$ cat src/include/rv_consts.svh
`ifndef RV_CONSTS_SVH
`define RV_CONSTS_SVH

// datapath and register file sizes
`define RV_XLEN    32
`define RV_NREGS   32
`define RV_REG_AW  5

// major opcodes kept in this core
`define RV_OP_REG  7'b0110011
`define RV_OP_IMM  7'b0010011
`define RV_OP_LUI  7'b0110111

// funct3 codes shared by OP and OP-IMM
`define RV_F3_ADD  3'b000
`define RV_F3_SLL  3'b001
`define RV_F3_SLT  3'b010
`define RV_F3_XOR  3'b100
`define RV_F3_SR   3'b101
`define RV_F3_OR   3'b110
`define RV_F3_AND  3'b111

// bit of funct7 that picks sub and sra
`define RV_F7_ALT  5

`endif

$ cat src/hdl/rv_pkg.sv
`include "rv_consts.svh"

package rv_pkg;

  typedef logic [`RV_XLEN-1:0]   word_t;
  typedef logic [`RV_XLEN-1:0]   instr_t;
  typedef logic [`RV_REG_AW-1:0] reg_addr_t;

  typedef enum logic [3:0] {
    ALU_ADD,
    ALU_SUB,
    ALU_AND,
    ALU_OR,
    ALU_XOR,
    ALU_SLL,
    ALU_SRL,
    ALU_SRA,
    ALU_SLT,
    // lui
    ALU_PASS_B
  } alu_op_t;

  typedef enum logic [1:0] {
    ST_IDLE,
    ST_READ,
    ST_EXEC,
    ST_RETIRE
  } core_state_t;

endpackage

$ cat src/hdl/rv_alu.sv
`timescale 1ns/1ps

module rv_alu
  import rv_pkg::*;
(
  input  logic    clk,
  input  logic    rst_n,
  input  logic    exec_en,
  input  alu_op_t alu_op,
  input  word_t   a,
  input  word_t   rs2_data,
  input  word_t   imm,
  input  logic    use_imm,
  output word_t   result
);

  word_t      b;
  word_t      alu_out;
  logic [4:0] shamt;

  assign b     = use_imm ? imm : rs2_data;
  assign shamt = b[4:0];

  always_comb begin
    case (alu_op)
      ALU_ADD:    alu_out = a + b;
      ALU_SUB:    alu_out = a - b;
      ALU_AND:    alu_out = a & b;
      ALU_OR:     alu_out = a | b;
      ALU_XOR:    alu_out = a ^ b;
      ALU_SLL:    alu_out = a << shamt;
      ALU_SRL:    alu_out = a >> shamt;
      // sign bit shifts in
      ALU_SRA:    alu_out = word_t'($signed(a) >>> shamt);
      ALU_SLT: begin
        alu_out = '0;
        alu_out[0] = $signed(a) < $signed(b);
      end
      ALU_PASS_B: alu_out = b;
      default:    alu_out = '0;
    endcase
  end

  // held through retire
  always_ff @(posedge clk) begin
    if (!rst_n) begin
      result <= '0;
    end else if (exec_en) begin
      result <= alu_out;
    end
  end

endmodule

$ cat src/hdl/rv_control.sv
`timescale 1ns/1ps

module rv_control
  import rv_pkg::*;
(
  input  logic clk,
  input  logic rst_n,
  input  logic instr_valid,
  output logic instr_ready,
  output logic capture,
  output logic exec_en,
  output logic retire_valid,
  input  logic retire_ready,
  input  logic writes_rd,
  output logic wr_en
);

  core_state_t state_q;
  core_state_t state_d;

  always_comb begin
    state_d = state_q;
    case (state_q)
      ST_IDLE: begin
        if (instr_valid) begin
          state_d = ST_READ;
        end
      end
      // operands are sampled during read
      ST_READ: state_d = ST_EXEC;
      ST_EXEC: state_d = ST_RETIRE;
      ST_RETIRE: begin
        if (retire_ready) begin
          state_d = ST_IDLE;
        end
      end
      default: state_d = ST_IDLE;
    endcase
  end

  always_ff @(posedge clk) begin
    if (!rst_n) begin
      state_q <= ST_IDLE;
    end else begin
      state_q <= state_d;
    end
  end

  assign instr_ready  = (state_q == ST_IDLE);
  assign capture      = instr_valid && instr_ready;
  assign exec_en      = (state_q == ST_EXEC);
  assign retire_valid = (state_q == ST_RETIRE);
  // register file written on the retire handshake
  assign wr_en        = retire_valid && retire_ready && writes_rd;

  a_retire_hold: assert property (
    @(posedge clk) disable iff (!rst_n)
    retire_valid && !retire_ready |=> retire_valid
  );

endmodule

$ cat src/hdl/rv_core.sv
`timescale 1ns/1ps

module rv_core
  import rv_pkg::*;
(
  input  logic      clk,
  input  logic      rst_n,
  input  logic      instr_valid,
  output logic      instr_ready,
  input  instr_t    instr,
  output logic      retire_valid,
  input  logic      retire_ready,
  output reg_addr_t retire_rd,
  output word_t     retire_data,
  output logic      retire_illegal
);

  logic      capture;
  logic      exec_en;
  logic      wr_en;
  reg_addr_t rs1;
  reg_addr_t rs2;
  reg_addr_t rd;
  word_t     imm;
  logic      use_imm;
  alu_op_t   alu_op;
  logic      writes_rd;
  logic      illegal;
  word_t     rs1_data;
  word_t     rs2_data;
  word_t     result;

  rv_decoder u_decoder (
    .clk(clk), .rst_n(rst_n), .capture(capture), .instr(instr),
    .rs1(rs1), .rs2(rs2), .rd(rd), .imm(imm), .use_imm(use_imm),
    .alu_op(alu_op), .writes_rd(writes_rd), .illegal(illegal)
  );

  rv_regfile u_regfile (
    .clk(clk), .rst_n(rst_n), .rs1(rs1), .rs2(rs2),
    .rs1_data(rs1_data), .rs2_data(rs2_data),
    .wr_en(wr_en), .rd(rd), .wr_data(result)
  );

  rv_alu u_alu (
    .clk(clk), .rst_n(rst_n), .exec_en(exec_en), .alu_op(alu_op),
    .a(rs1_data), .rs2_data(rs2_data), .imm(imm), .use_imm(use_imm),
    .result(result)
  );

  rv_control u_control (
    .clk(clk), .rst_n(rst_n),
    .instr_valid(instr_valid), .instr_ready(instr_ready),
    .capture(capture), .exec_en(exec_en),
    .retire_valid(retire_valid), .retire_ready(retire_ready),
    .writes_rd(writes_rd), .wr_en(wr_en)
  );

  // retire payload straight from the held decode and ALU result
  assign retire_rd      = rd;
  assign retire_data    = result;
  assign retire_illegal = illegal;

endmodule

$ cat src/hdl/rv_decoder.sv
`timescale 1ns/1ps
`include "rv_consts.svh"

module rv_decoder
  import rv_pkg::*;
(
  input  logic      clk,
  input  logic      rst_n,
  input  logic      capture,
  input  instr_t    instr,
  output reg_addr_t rs1,
  output reg_addr_t rs2,
  output reg_addr_t rd,
  output word_t     imm,
  output logic      use_imm,
  output alu_op_t   alu_op,
  output logic      writes_rd,
  output logic      illegal
);

  instr_t     instr_q;
  logic [6:0] opcode;
  logic [2:0] funct3;
  logic       alt;
  word_t      imm_i;
  word_t      imm_shamt;
  word_t      imm_u;

  // held for the whole instruction
  always_ff @(posedge clk) begin
    if (!rst_n) begin
      instr_q <= '0;
    end else if (capture) begin
      instr_q <= instr;
    end
  end

  assign opcode = instr_q[6:0];
  assign rd     = instr_q[11:7];
  assign funct3 = instr_q[14:12];
  assign rs1    = instr_q[19:15];
  assign rs2    = instr_q[24:20];
  assign alt    = instr_q[25 + `RV_F7_ALT];

  assign imm_i     = {{(`RV_XLEN-12){instr_q[31]}}, instr_q[31:20]};
  assign imm_shamt = {{(`RV_XLEN-5){1'b0}}, instr_q[24:20]};
  assign imm_u     = {instr_q[31:12], 12'b0};

  always_comb begin
    imm     = imm_i;
    use_imm = 1'b0;
    alu_op  = ALU_ADD;
    illegal = 1'b0;
    case (opcode)
      `RV_OP_REG: begin
        case (funct3)
          `RV_F3_ADD: alu_op = alt ? ALU_SUB : ALU_ADD;
          `RV_F3_SLL: alu_op = ALU_SLL;
          `RV_F3_SLT: alu_op = ALU_SLT;
          `RV_F3_XOR: alu_op = ALU_XOR;
          `RV_F3_SR:  alu_op = alt ? ALU_SRA : ALU_SRL;
          `RV_F3_OR:  alu_op = ALU_OR;
          `RV_F3_AND: alu_op = ALU_AND;
          // sltu is not implemented
          default:    illegal = 1'b1;
        endcase
      end
      `RV_OP_IMM: begin
        use_imm = 1'b1;
        case (funct3)
          `RV_F3_ADD: alu_op = ALU_ADD;
          `RV_F3_SLL: begin
            alu_op = ALU_SLL;
            imm    = imm_shamt;
          end
          `RV_F3_SLT: alu_op = ALU_SLT;
          `RV_F3_XOR: alu_op = ALU_XOR;
          `RV_F3_SR: begin
            alu_op = alt ? ALU_SRA : ALU_SRL;
            imm    = imm_shamt;
          end
          `RV_F3_OR:  alu_op = ALU_OR;
          `RV_F3_AND: alu_op = ALU_AND;
          default:    illegal = 1'b1;
        endcase
      end
      `RV_OP_LUI: begin
        use_imm = 1'b1;
        imm     = imm_u;
        alu_op  = ALU_PASS_B;
      end
      default: illegal = 1'b1;
    endcase
  end

  // x0 is never written
  assign writes_rd = !illegal && (rd != '0);

endmodule

$ cat src/hdl/rv_regfile.sv
`timescale 1ns/1ps

module rv_regfile
  import rv_pkg::*;
(
  input  logic      clk,
  input  logic      rst_n,
  input  reg_addr_t rs1,
  input  reg_addr_t rs2,
  output word_t     rs1_data,
  output word_t     rs2_data,
  input  logic      wr_en,
  input  reg_addr_t rd,
  input  word_t     wr_data
);

  localparam int NREGS = 2 ** $bits(reg_addr_t);

  // entry 0 is cleared on reset and never written
  word_t regs [NREGS];

  always_ff @(posedge clk) begin
    if (!rst_n) begin
      for (int i = 0; i < NREGS; i++) begin
        regs[i] <= '0;
      end
    end else if (wr_en && (rd != '0)) begin
      regs[rd] <= wr_data;
    end
  end

  // operands sampled every cycle
  always_ff @(posedge clk) begin
    if (!rst_n) begin
      rs1_data <= '0;
      rs2_data <= '0;
    end else begin
      rs1_data <= (rs1 == '0) ? '0 : regs[rs1];
      rs2_data <= (rs2 == '0) ? '0 : regs[rs2];
    end
  end

  // decoder must suppress writes to x0
  a_no_x0_write: assert property (
    @(posedge clk) disable iff (!rst_n) wr_en |-> (rd != '0)
  );

endmodule

$ cat config.mk
export PLATFORM = sky130hd
export DESIGN_NAME = rv_core
export DESIGN_NICKNAME = d
export VERILOG_FILES = /design/src/hdl/rv_pkg.sv /design/src/hdl/rv_alu.sv /design/src/hdl/rv_control.sv /design/src/hdl/rv_core.sv /design/src/hdl/rv_decoder.sv /design/src/hdl/rv_regfile.sv
export VERILOG_INCLUDE_DIRS = /design/src /design/src/include
export SDC_FILE = /design/constraint.sdc
export NUM_CORES = 2
export LEC_CHECK = 0
export ABC_AREA = 1
export ABC_CLOCK_PERIOD_IN_PS = 9200
export BUFFER_PORTS_ARGS = -buffer_cell sky130_fd_sc_hd__buf_2
export CAP_MARGIN = 10
export CORE_UTILIZATION = 30
export DETAILED_ROUTE_END_ITERATION = 8
export PLACE_DENSITY = 0.52
export SLEW_MARGIN = 20
export SYNTH_ARGS = -nofsm -noshare
export SYNTH_HDL_FRONTEND = slang
export SYNTH_SLANG_ARGS = --single-unit
$ cat constraint.sdc
create_clock -name clk -period 9.2 [get_ports clk]
set_input_delay 0.46 -clock clk [delete_from_list [all_inputs] [get_ports clk]]
set_output_delay 0.46 -clock clk [all_outputs]
set_load 0.1 [all_outputs]
Word level (Yosys, flattened, before mapping)
Memory sizes are Yosys's and may differ from the RTL's. A register that Yosys moved wholly into a read port is not among the register bits.
Cells that the tools add are included.
{"block": "classes", "add_sub_neg": 2, "n_lt_le_gt_ge": 1, "eq_ne": 23, "n_shift": 3, "mux": 22, "n_bitwise": 4, "reduce_logical": 20}
{"op": "$pmux W32 S10", "count": 1}
{"op": "$mux W32", "count": 3}
{"op": "$pmux W32 S2", "count": 1}
{"op": "$add A32 B32 Y32", "count": 1}
{"op": "$and A32 B32 Y32", "count": 1}
{"op": "$lt A32 B32 Y1", "count": 1}
{"op": "$or A32 B32 Y32", "count": 1}
{"op": "$reduce_or A32 Y1", "count": 1}
{"op": "$shl A32 B5 Y32", "count": 1}
{"op": "$shr A32 B5 Y32", "count": 1}
{"op": "$sshr A32 B5 Y32", "count": 1}
{"op": "$sub A32 B32 Y32", "count": 1}
{"op": "$xor A32 B32 Y32", "count": 1}
{"op": "$pmux W4 S7", "count": 1}
{"op": "$pmux W4 S6", "count": 1}
{"op": "$eq A4 B3 Y1 const B", "count": 4}
{"op": "$eq A7 B6 Y1 const B", "count": 2}
{"op": "$eq A3 B3 Y1 const B", "count": 4}
{"op": "$pmux W4 S3", "count": 1}
{"op": "$logic_not A5 Y1", "count": 2}
{"op": "$reduce_or A2 Y1", "count": 5}
{"op": "$mux W1", "count": 9}
{"op": "$eq A4 B2 Y1 const B", "count": 2}
{"op": "$eq A4 B4 Y1 const B", "count": 2}
{"op": "20 further kinds", "count": 27}
{"block": "totals", "register_bits": 66, "mem_bits_rw": 1024, "input_bits": 36, "output_inout_bits": 40, "elab_cells": 79, "mem_count": 1}
{"memory": "u_regfile.regs", "depth": 32, "width": 32, "read_ports": 2, "rd_ports_with_merged_regs": 2, "wr": 32, "line": "rv_regfile.sv:20", "rtl": "word_t regs [NREGS];"}

Longest topological paths before layout
{"block": "depth", "depth_word": 13, "depth_mapped": 29}

Modules after synthesis
A second synthesis with hierarchy kept.
{"block": "hier_totals", "hier_cells": 9880, "area_unflattened_um2": 71716.3}
{"module": "rv_regfile", "instances": 1, "cells_each": 7245, "area_per_inst_um2": 57645.3, "seq_area_each_um2": 32030.7}
{"module": "rv_alu", "instances": 1, "cells_each": 2329, "area_per_inst_um2": 12007.8, "seq_area_each_um2": 640.6}
{"module": "rv_decoder", "instances": 1, "cells_each": 282, "area_per_inst_um2": 1898.1, "seq_area_each_um2": 640.6}
{"module": "rv_control", "instances": 1, "cells_each": 24, "area_per_inst_um2": 165.2, "seq_area_each_um2": 40.0}

Worst setup path before layout
Ideal clock, no wire load.
{"block": "synth_timing", "path_type": "register -> register", "from": "register u_decoder.instr_q[1]", "to": "memory u_regfile.regs[11][0] in the netlist's numbering, enable pin", "t_arrival_ns": 3.781, "slack_ns": 4.941, "path_stages_with_launch": 12, "n_path_buf": 1, "path_cell_list": "dfxtp_1 > nand2_2 > nor2_1 > nand2_2 > inv_2 > o21ai_1 > nor2_2 > inv_1 > nor2_1 > nand2_1 > clkbuf_1 > nand2_1"}
{"item": "from (decl)", "line": "rv_decoder.sv:21", "rtl": "instr_t instr_q;"}
{"item": "from (signal assigned)", "line": "rv_decoder.sv:34", "rtl": "instr_q <= instr;"}
{"item": "to (decl)", "line": "rv_regfile.sv:20"}

Final worst setup path
{"block": "layout_timing", "from": "register u_decoder.instr_q[5]", "to": "register u_alu.result[0]"}
{"block": "layout_via", "elab_chain_cells": 6}
{"item": "$eq A7 B6 Y1 / $eq A7 B5 Y1 (equally long branches)", "line": "rv_decoder.sv:54", "rtl": "case (opcode)"}
{"item": "$reduce_or A2 Y1 (no line)"}
{"item": "$mux W1", "line": "rv_decoder.sv:54"}
{"item": "$mux W32", "line": "rv_alu.sv:21", "rtl": "assign b = use_imm ? imm : rs2_data;"}
{"item": "$sub A32 B32 Y32 (tied with other cells)", "line": "rv_alu.sv:27", "rtl": "ALU_SUB: alu_out = a - b;"}
{"item": "$pmux W32 S10 *", "line": "rv_alu.sv:25", "rtl": "case (alu_op)"}
{"item": "to (signal assigned)", "line": "rv_alu.sv:49", "rtl": "result <= alu_out;"}
{"item": "to (decl)", "line": "rv_alu.sv:14", "rtl": "output word_t result"}
Mark *: on every way between the ends. The rest lies on a longest branch, timed or not.
A chain may end at the register's enable or synchronous reset.

==> out/metrics.csv <==
metric,value,unit
status,"complete, but fails checks",
failing checks,design-rule violations,
First-pass DRT Iterations,9,
die area,228000,sq um
synth warn,0,
CTS sink count,1154,
Finished Cell Area,75900,sq um
reg2reg setup slack,3.73,ns
fmax,0.183,GHz
Leak Pwr,27.1,nW
most area-hungry cell type in the Yosys netlist,edfxtp_1,
"EDFF count, synth",1024,
fillers,23376,
Finish-stage setup viols,0,
Remaining DRCs,26,
#FFs+latches synth,1154,
distinct cell type count after synthesis,66,
GRT Resource Usage Total,29.3,%
share of power burned in the clock network,23.5,%
share of cells above drive strength 1,7.30,%
vias in the first global route,59493,
max-slew violation count,0,
gp weighted congestion,0.990,
clock tree buffer depth,3,
Ports,76,
"CTS clk-pin slew, worst paths",0.06,ns
Routed Antenna Nets,0,
top cell type's share of synthesized area,45.2,%
Sw Share,50.3,%
"count leader, synth",nor2_1,
worst rel slew slack,11.9,%
"Seq/Total Area, Yosys",49.1,%
Max H-tree Level,4,
Synth Area per Inst,7.97,sq um
Area contributors post-synth,"edfxtp_1 45%, o21ai_0 8.6%, nor2_1 8.5%",
Logic pwr share,48.4,%
Int Pwr,11.7,mW
net switching power,11.9,mW
Final Cycle Share,59.5,%
"Cell Area, Synth",68000,sq um
Vias/cell,5.80,
Fin. Hold Viols,0,
crit path capture,u_alu.result[0],
RSZ-0062 raised after global routing,no,
site row count,174,
initial antenna violation count,25,
FF+latch area,33400,sq um
Crit. End Element,register,
DRT iter0 DRCs,10309,
WL/cell,30.5,um
asr flop ratio synth,0,%
CTS tree,done,
Area Overhead vs Synth,11.8,%
Post-Layout Cell Count,11377,
first-pass GRT wire length,474,mm
PwrDens,311,nW/um^2
Crit Path Class,register to register,
Max-Cap Viols,0,
"Top FF cell, synth",edfxtp_1,
clock skew,0.0538,ns
worst vdd ir,0.000184,V
top post-synthesis cells by count,"1533 x nor2_1, 1295 x nand2_1, 1170 x o21ai_0",
die height,478,um
worst min path class,input pin to register,
pre-CTS WS,3.96,ns
multi-input logic area,29800,sq um
Die Width,478,um
overall power,23.6,mW
worst-margin pin slew,1.31,ns
CP required,9.89,ns
NumNets Final,8409,
HP Start,instr[4],
DP HPWL,229,mm
vias,66006,
Critical Path Source,u_decoder.instr_q[5],
# resized after CTS,0,
pin count of the biggest net entering global routing,196,
CTS Buf Count,138,
Post-CTS Setup Bufs,0,
Inst Count DP,11098,
Crit path arrival time,6.16,ns
Sum Neg Setup Slack,0,ns
final worst setup slack,3.73,ns
Post-DP Area,71200,sq um
root buffer cell,clkbuf_16,
Initial Util,30.2,%
post-cts hold buffer count,20,
gr ovfl total,0,
Worst R2R End,u_alu.result[0],
"Max FO, Critical Path",21,
worst reg2reg path depth,23,
RR Startpoint,u_decoder.instr_q[5],
worst skew pair latency,0.83,ns
core outline area,225000,sq um
Routed WL,347,mm
final critical-path required period,5.47,ns
Worst setup SP type,register,
IO buf count,75,
Reg power frac,28.1,%
cells after synthesis,8526,
kinds of logic (layout without fill, tap and decap cells):
logic type	after synthesis	after routing	share of synthesized area (%)
other	1	42	0.00552
adder cells (fa/ha/maj)	107	107	1.99
AO/OA/AOI/OAI	2360	2360	19.7
AND/OR/NAND/NOR	3543	3543	21.4
flip-flops	1154	1154	49.1
buffers and inverters	1351	1169	7.70
XOR/XNOR	10	10	0.129
cell usage in the layout, fill, tap and decap left out, types with 16 or more instances in the layout:
| cell type | synthesis | layout |
|---|---|---|
| nor2_1 | 1533 | 1525 |
| inv_1 | 608 | 606 |
| dlygate4sd3_1 | 0 | 20 |
| clkbuf_8 | 0 | 16 |
| o22ai_1 | 127 | 126 |
| a31oi_1 | 36 | 35 |
| nor3_1 | 34 | 30 |
| nand2_1 | 1295 | 1254 |
| clkinv_1 | 8 | 17 |
| o21ai_0 | 1170 | 1170 |
| buf_2 | 84 | 74 |
| nand4_1 | 42 | 42 |
| nand3_1 | 575 | 569 |
| a211oi_1 | 50 | 46 |
| buf_4 | 11 | 184 |
| dfxtp_1 | 130 | 120 |
| nand2_2 | 8 | 44 |
| clkbuf_1 | 574 | 48 |
| o21ai_1 | 19 | 19 |
| a311oi_1 | 41 | 41 |
| a221oi_1 | 52 | 52 |
| a21oi_1 | 541 | 541 |
| ha_1 | 105 | 105 |
| edfxtp_1 | 1024 | 1024 |
| clkbuf_16 | 0 | 138 |
| conb_1 | 1 | 32 |
| o211ai_1 | 238 | 238 |
worst min path at each step:
| stage | end | slack, ns | depth (start not counted) |
|---|---|---|---|
| CTS | u_decoder.instr_q[4] | 0.006 | 3 |
| finish | u_decoder.instr_q[4] | 0.03 | 3 |
| global route | u_decoder.instr_q[4] | 0.04 | 3 |
| floorplan | u_decoder.instr_q[25] | 0.45 | 2 |
| global placement | u_alu.result[7] | 0.47 | 2 |
| detailed placement | u_alu.result[7] | 0.47 | 2 |
metal layers:
| metal | global-route usage (%) | wire (um) |
|---|---|---|
| met1 | 38.0 | 136000 |
| met4 | 18.2 | 24000 |
| met2 | 44.0 | 150000 |
| met5 | 0 | 69 |
| met3 | 6.71 | 36900 |
per-stage QoR:
| stage | hold WS, ns | util, % |
|---|---|---|
| 2_1_floorplan | 0.450 | - |
| 3_3_place_gp | 0.466 | 31.7 |
| 3_5_place_dp | 0.475 | 31.7 |
| 4_1_cts | 0.00606 | 33.7 |
| 5_1_grt | 0.0385 | 33.8 |
| 6_report | 0.0344 | 33.8 |
cell type report:
cell class	count	share of cell area [%]
Antenna cell	10	0.0329
Timing Repair Buffer	287	2.81
Clock inverter	47	0.804
Tap cell	2992	4.93
Multi-Input combinational cell	6052	39.2
Clock buffer	202	5.07
Sequential cell	1154	43.9
Inverter	633	3.17
registers in the layout (all words and copies together) (netlist names):
register,count
u_regfile.rs2_data,32
u_decoder.instr_q,32
u_control.state_q,2
u_regfile.rs1_data,32
u_regfile.regs,1024
u_alu.result,32
critical path: stages, from the launching register on:
cell and delay, ns:
dfxtp_1 0.33, inv_2 0.09, nand2_1 0.05, nor2_1 0.22
nand2_2 0.30, nor2_1 0.22, nand2_1 0.07, nand2_1 0.80
o21ai_0 0.42, ha_1 0.52, inv_1 0.15, a21o_1 0.23
a21oi_1 0.15, nand3_1 0.33, nand2_1 0.19, nand2_1 0.14
nand4_1 0.15, nand2_1 0.07, nand2_1 0.06, nand3_1 0.28
and2_1 0.30, nand2_1 0.05, nand2_1 0.05, a21oi_1 0.14
power groups by stage:
| stage | combinational (mW) | clock [mW] | sequential (mW) |
|---|---|---|---|
| floorplan | 6.39 | 0 | 6.51 |
| global placement | 11.1 | 0 | 6.71 |
| detailed placement | 11.0 | 0 | 6.71 |
| CTS | 11.0 | 5.57 | 6.60 |
| global route | 12.0 | 5.76 | 6.64 |
| finish | 11.4 | 5.54 | 6.64 |
Note: power is estimated with default switching activity, not from simulation.
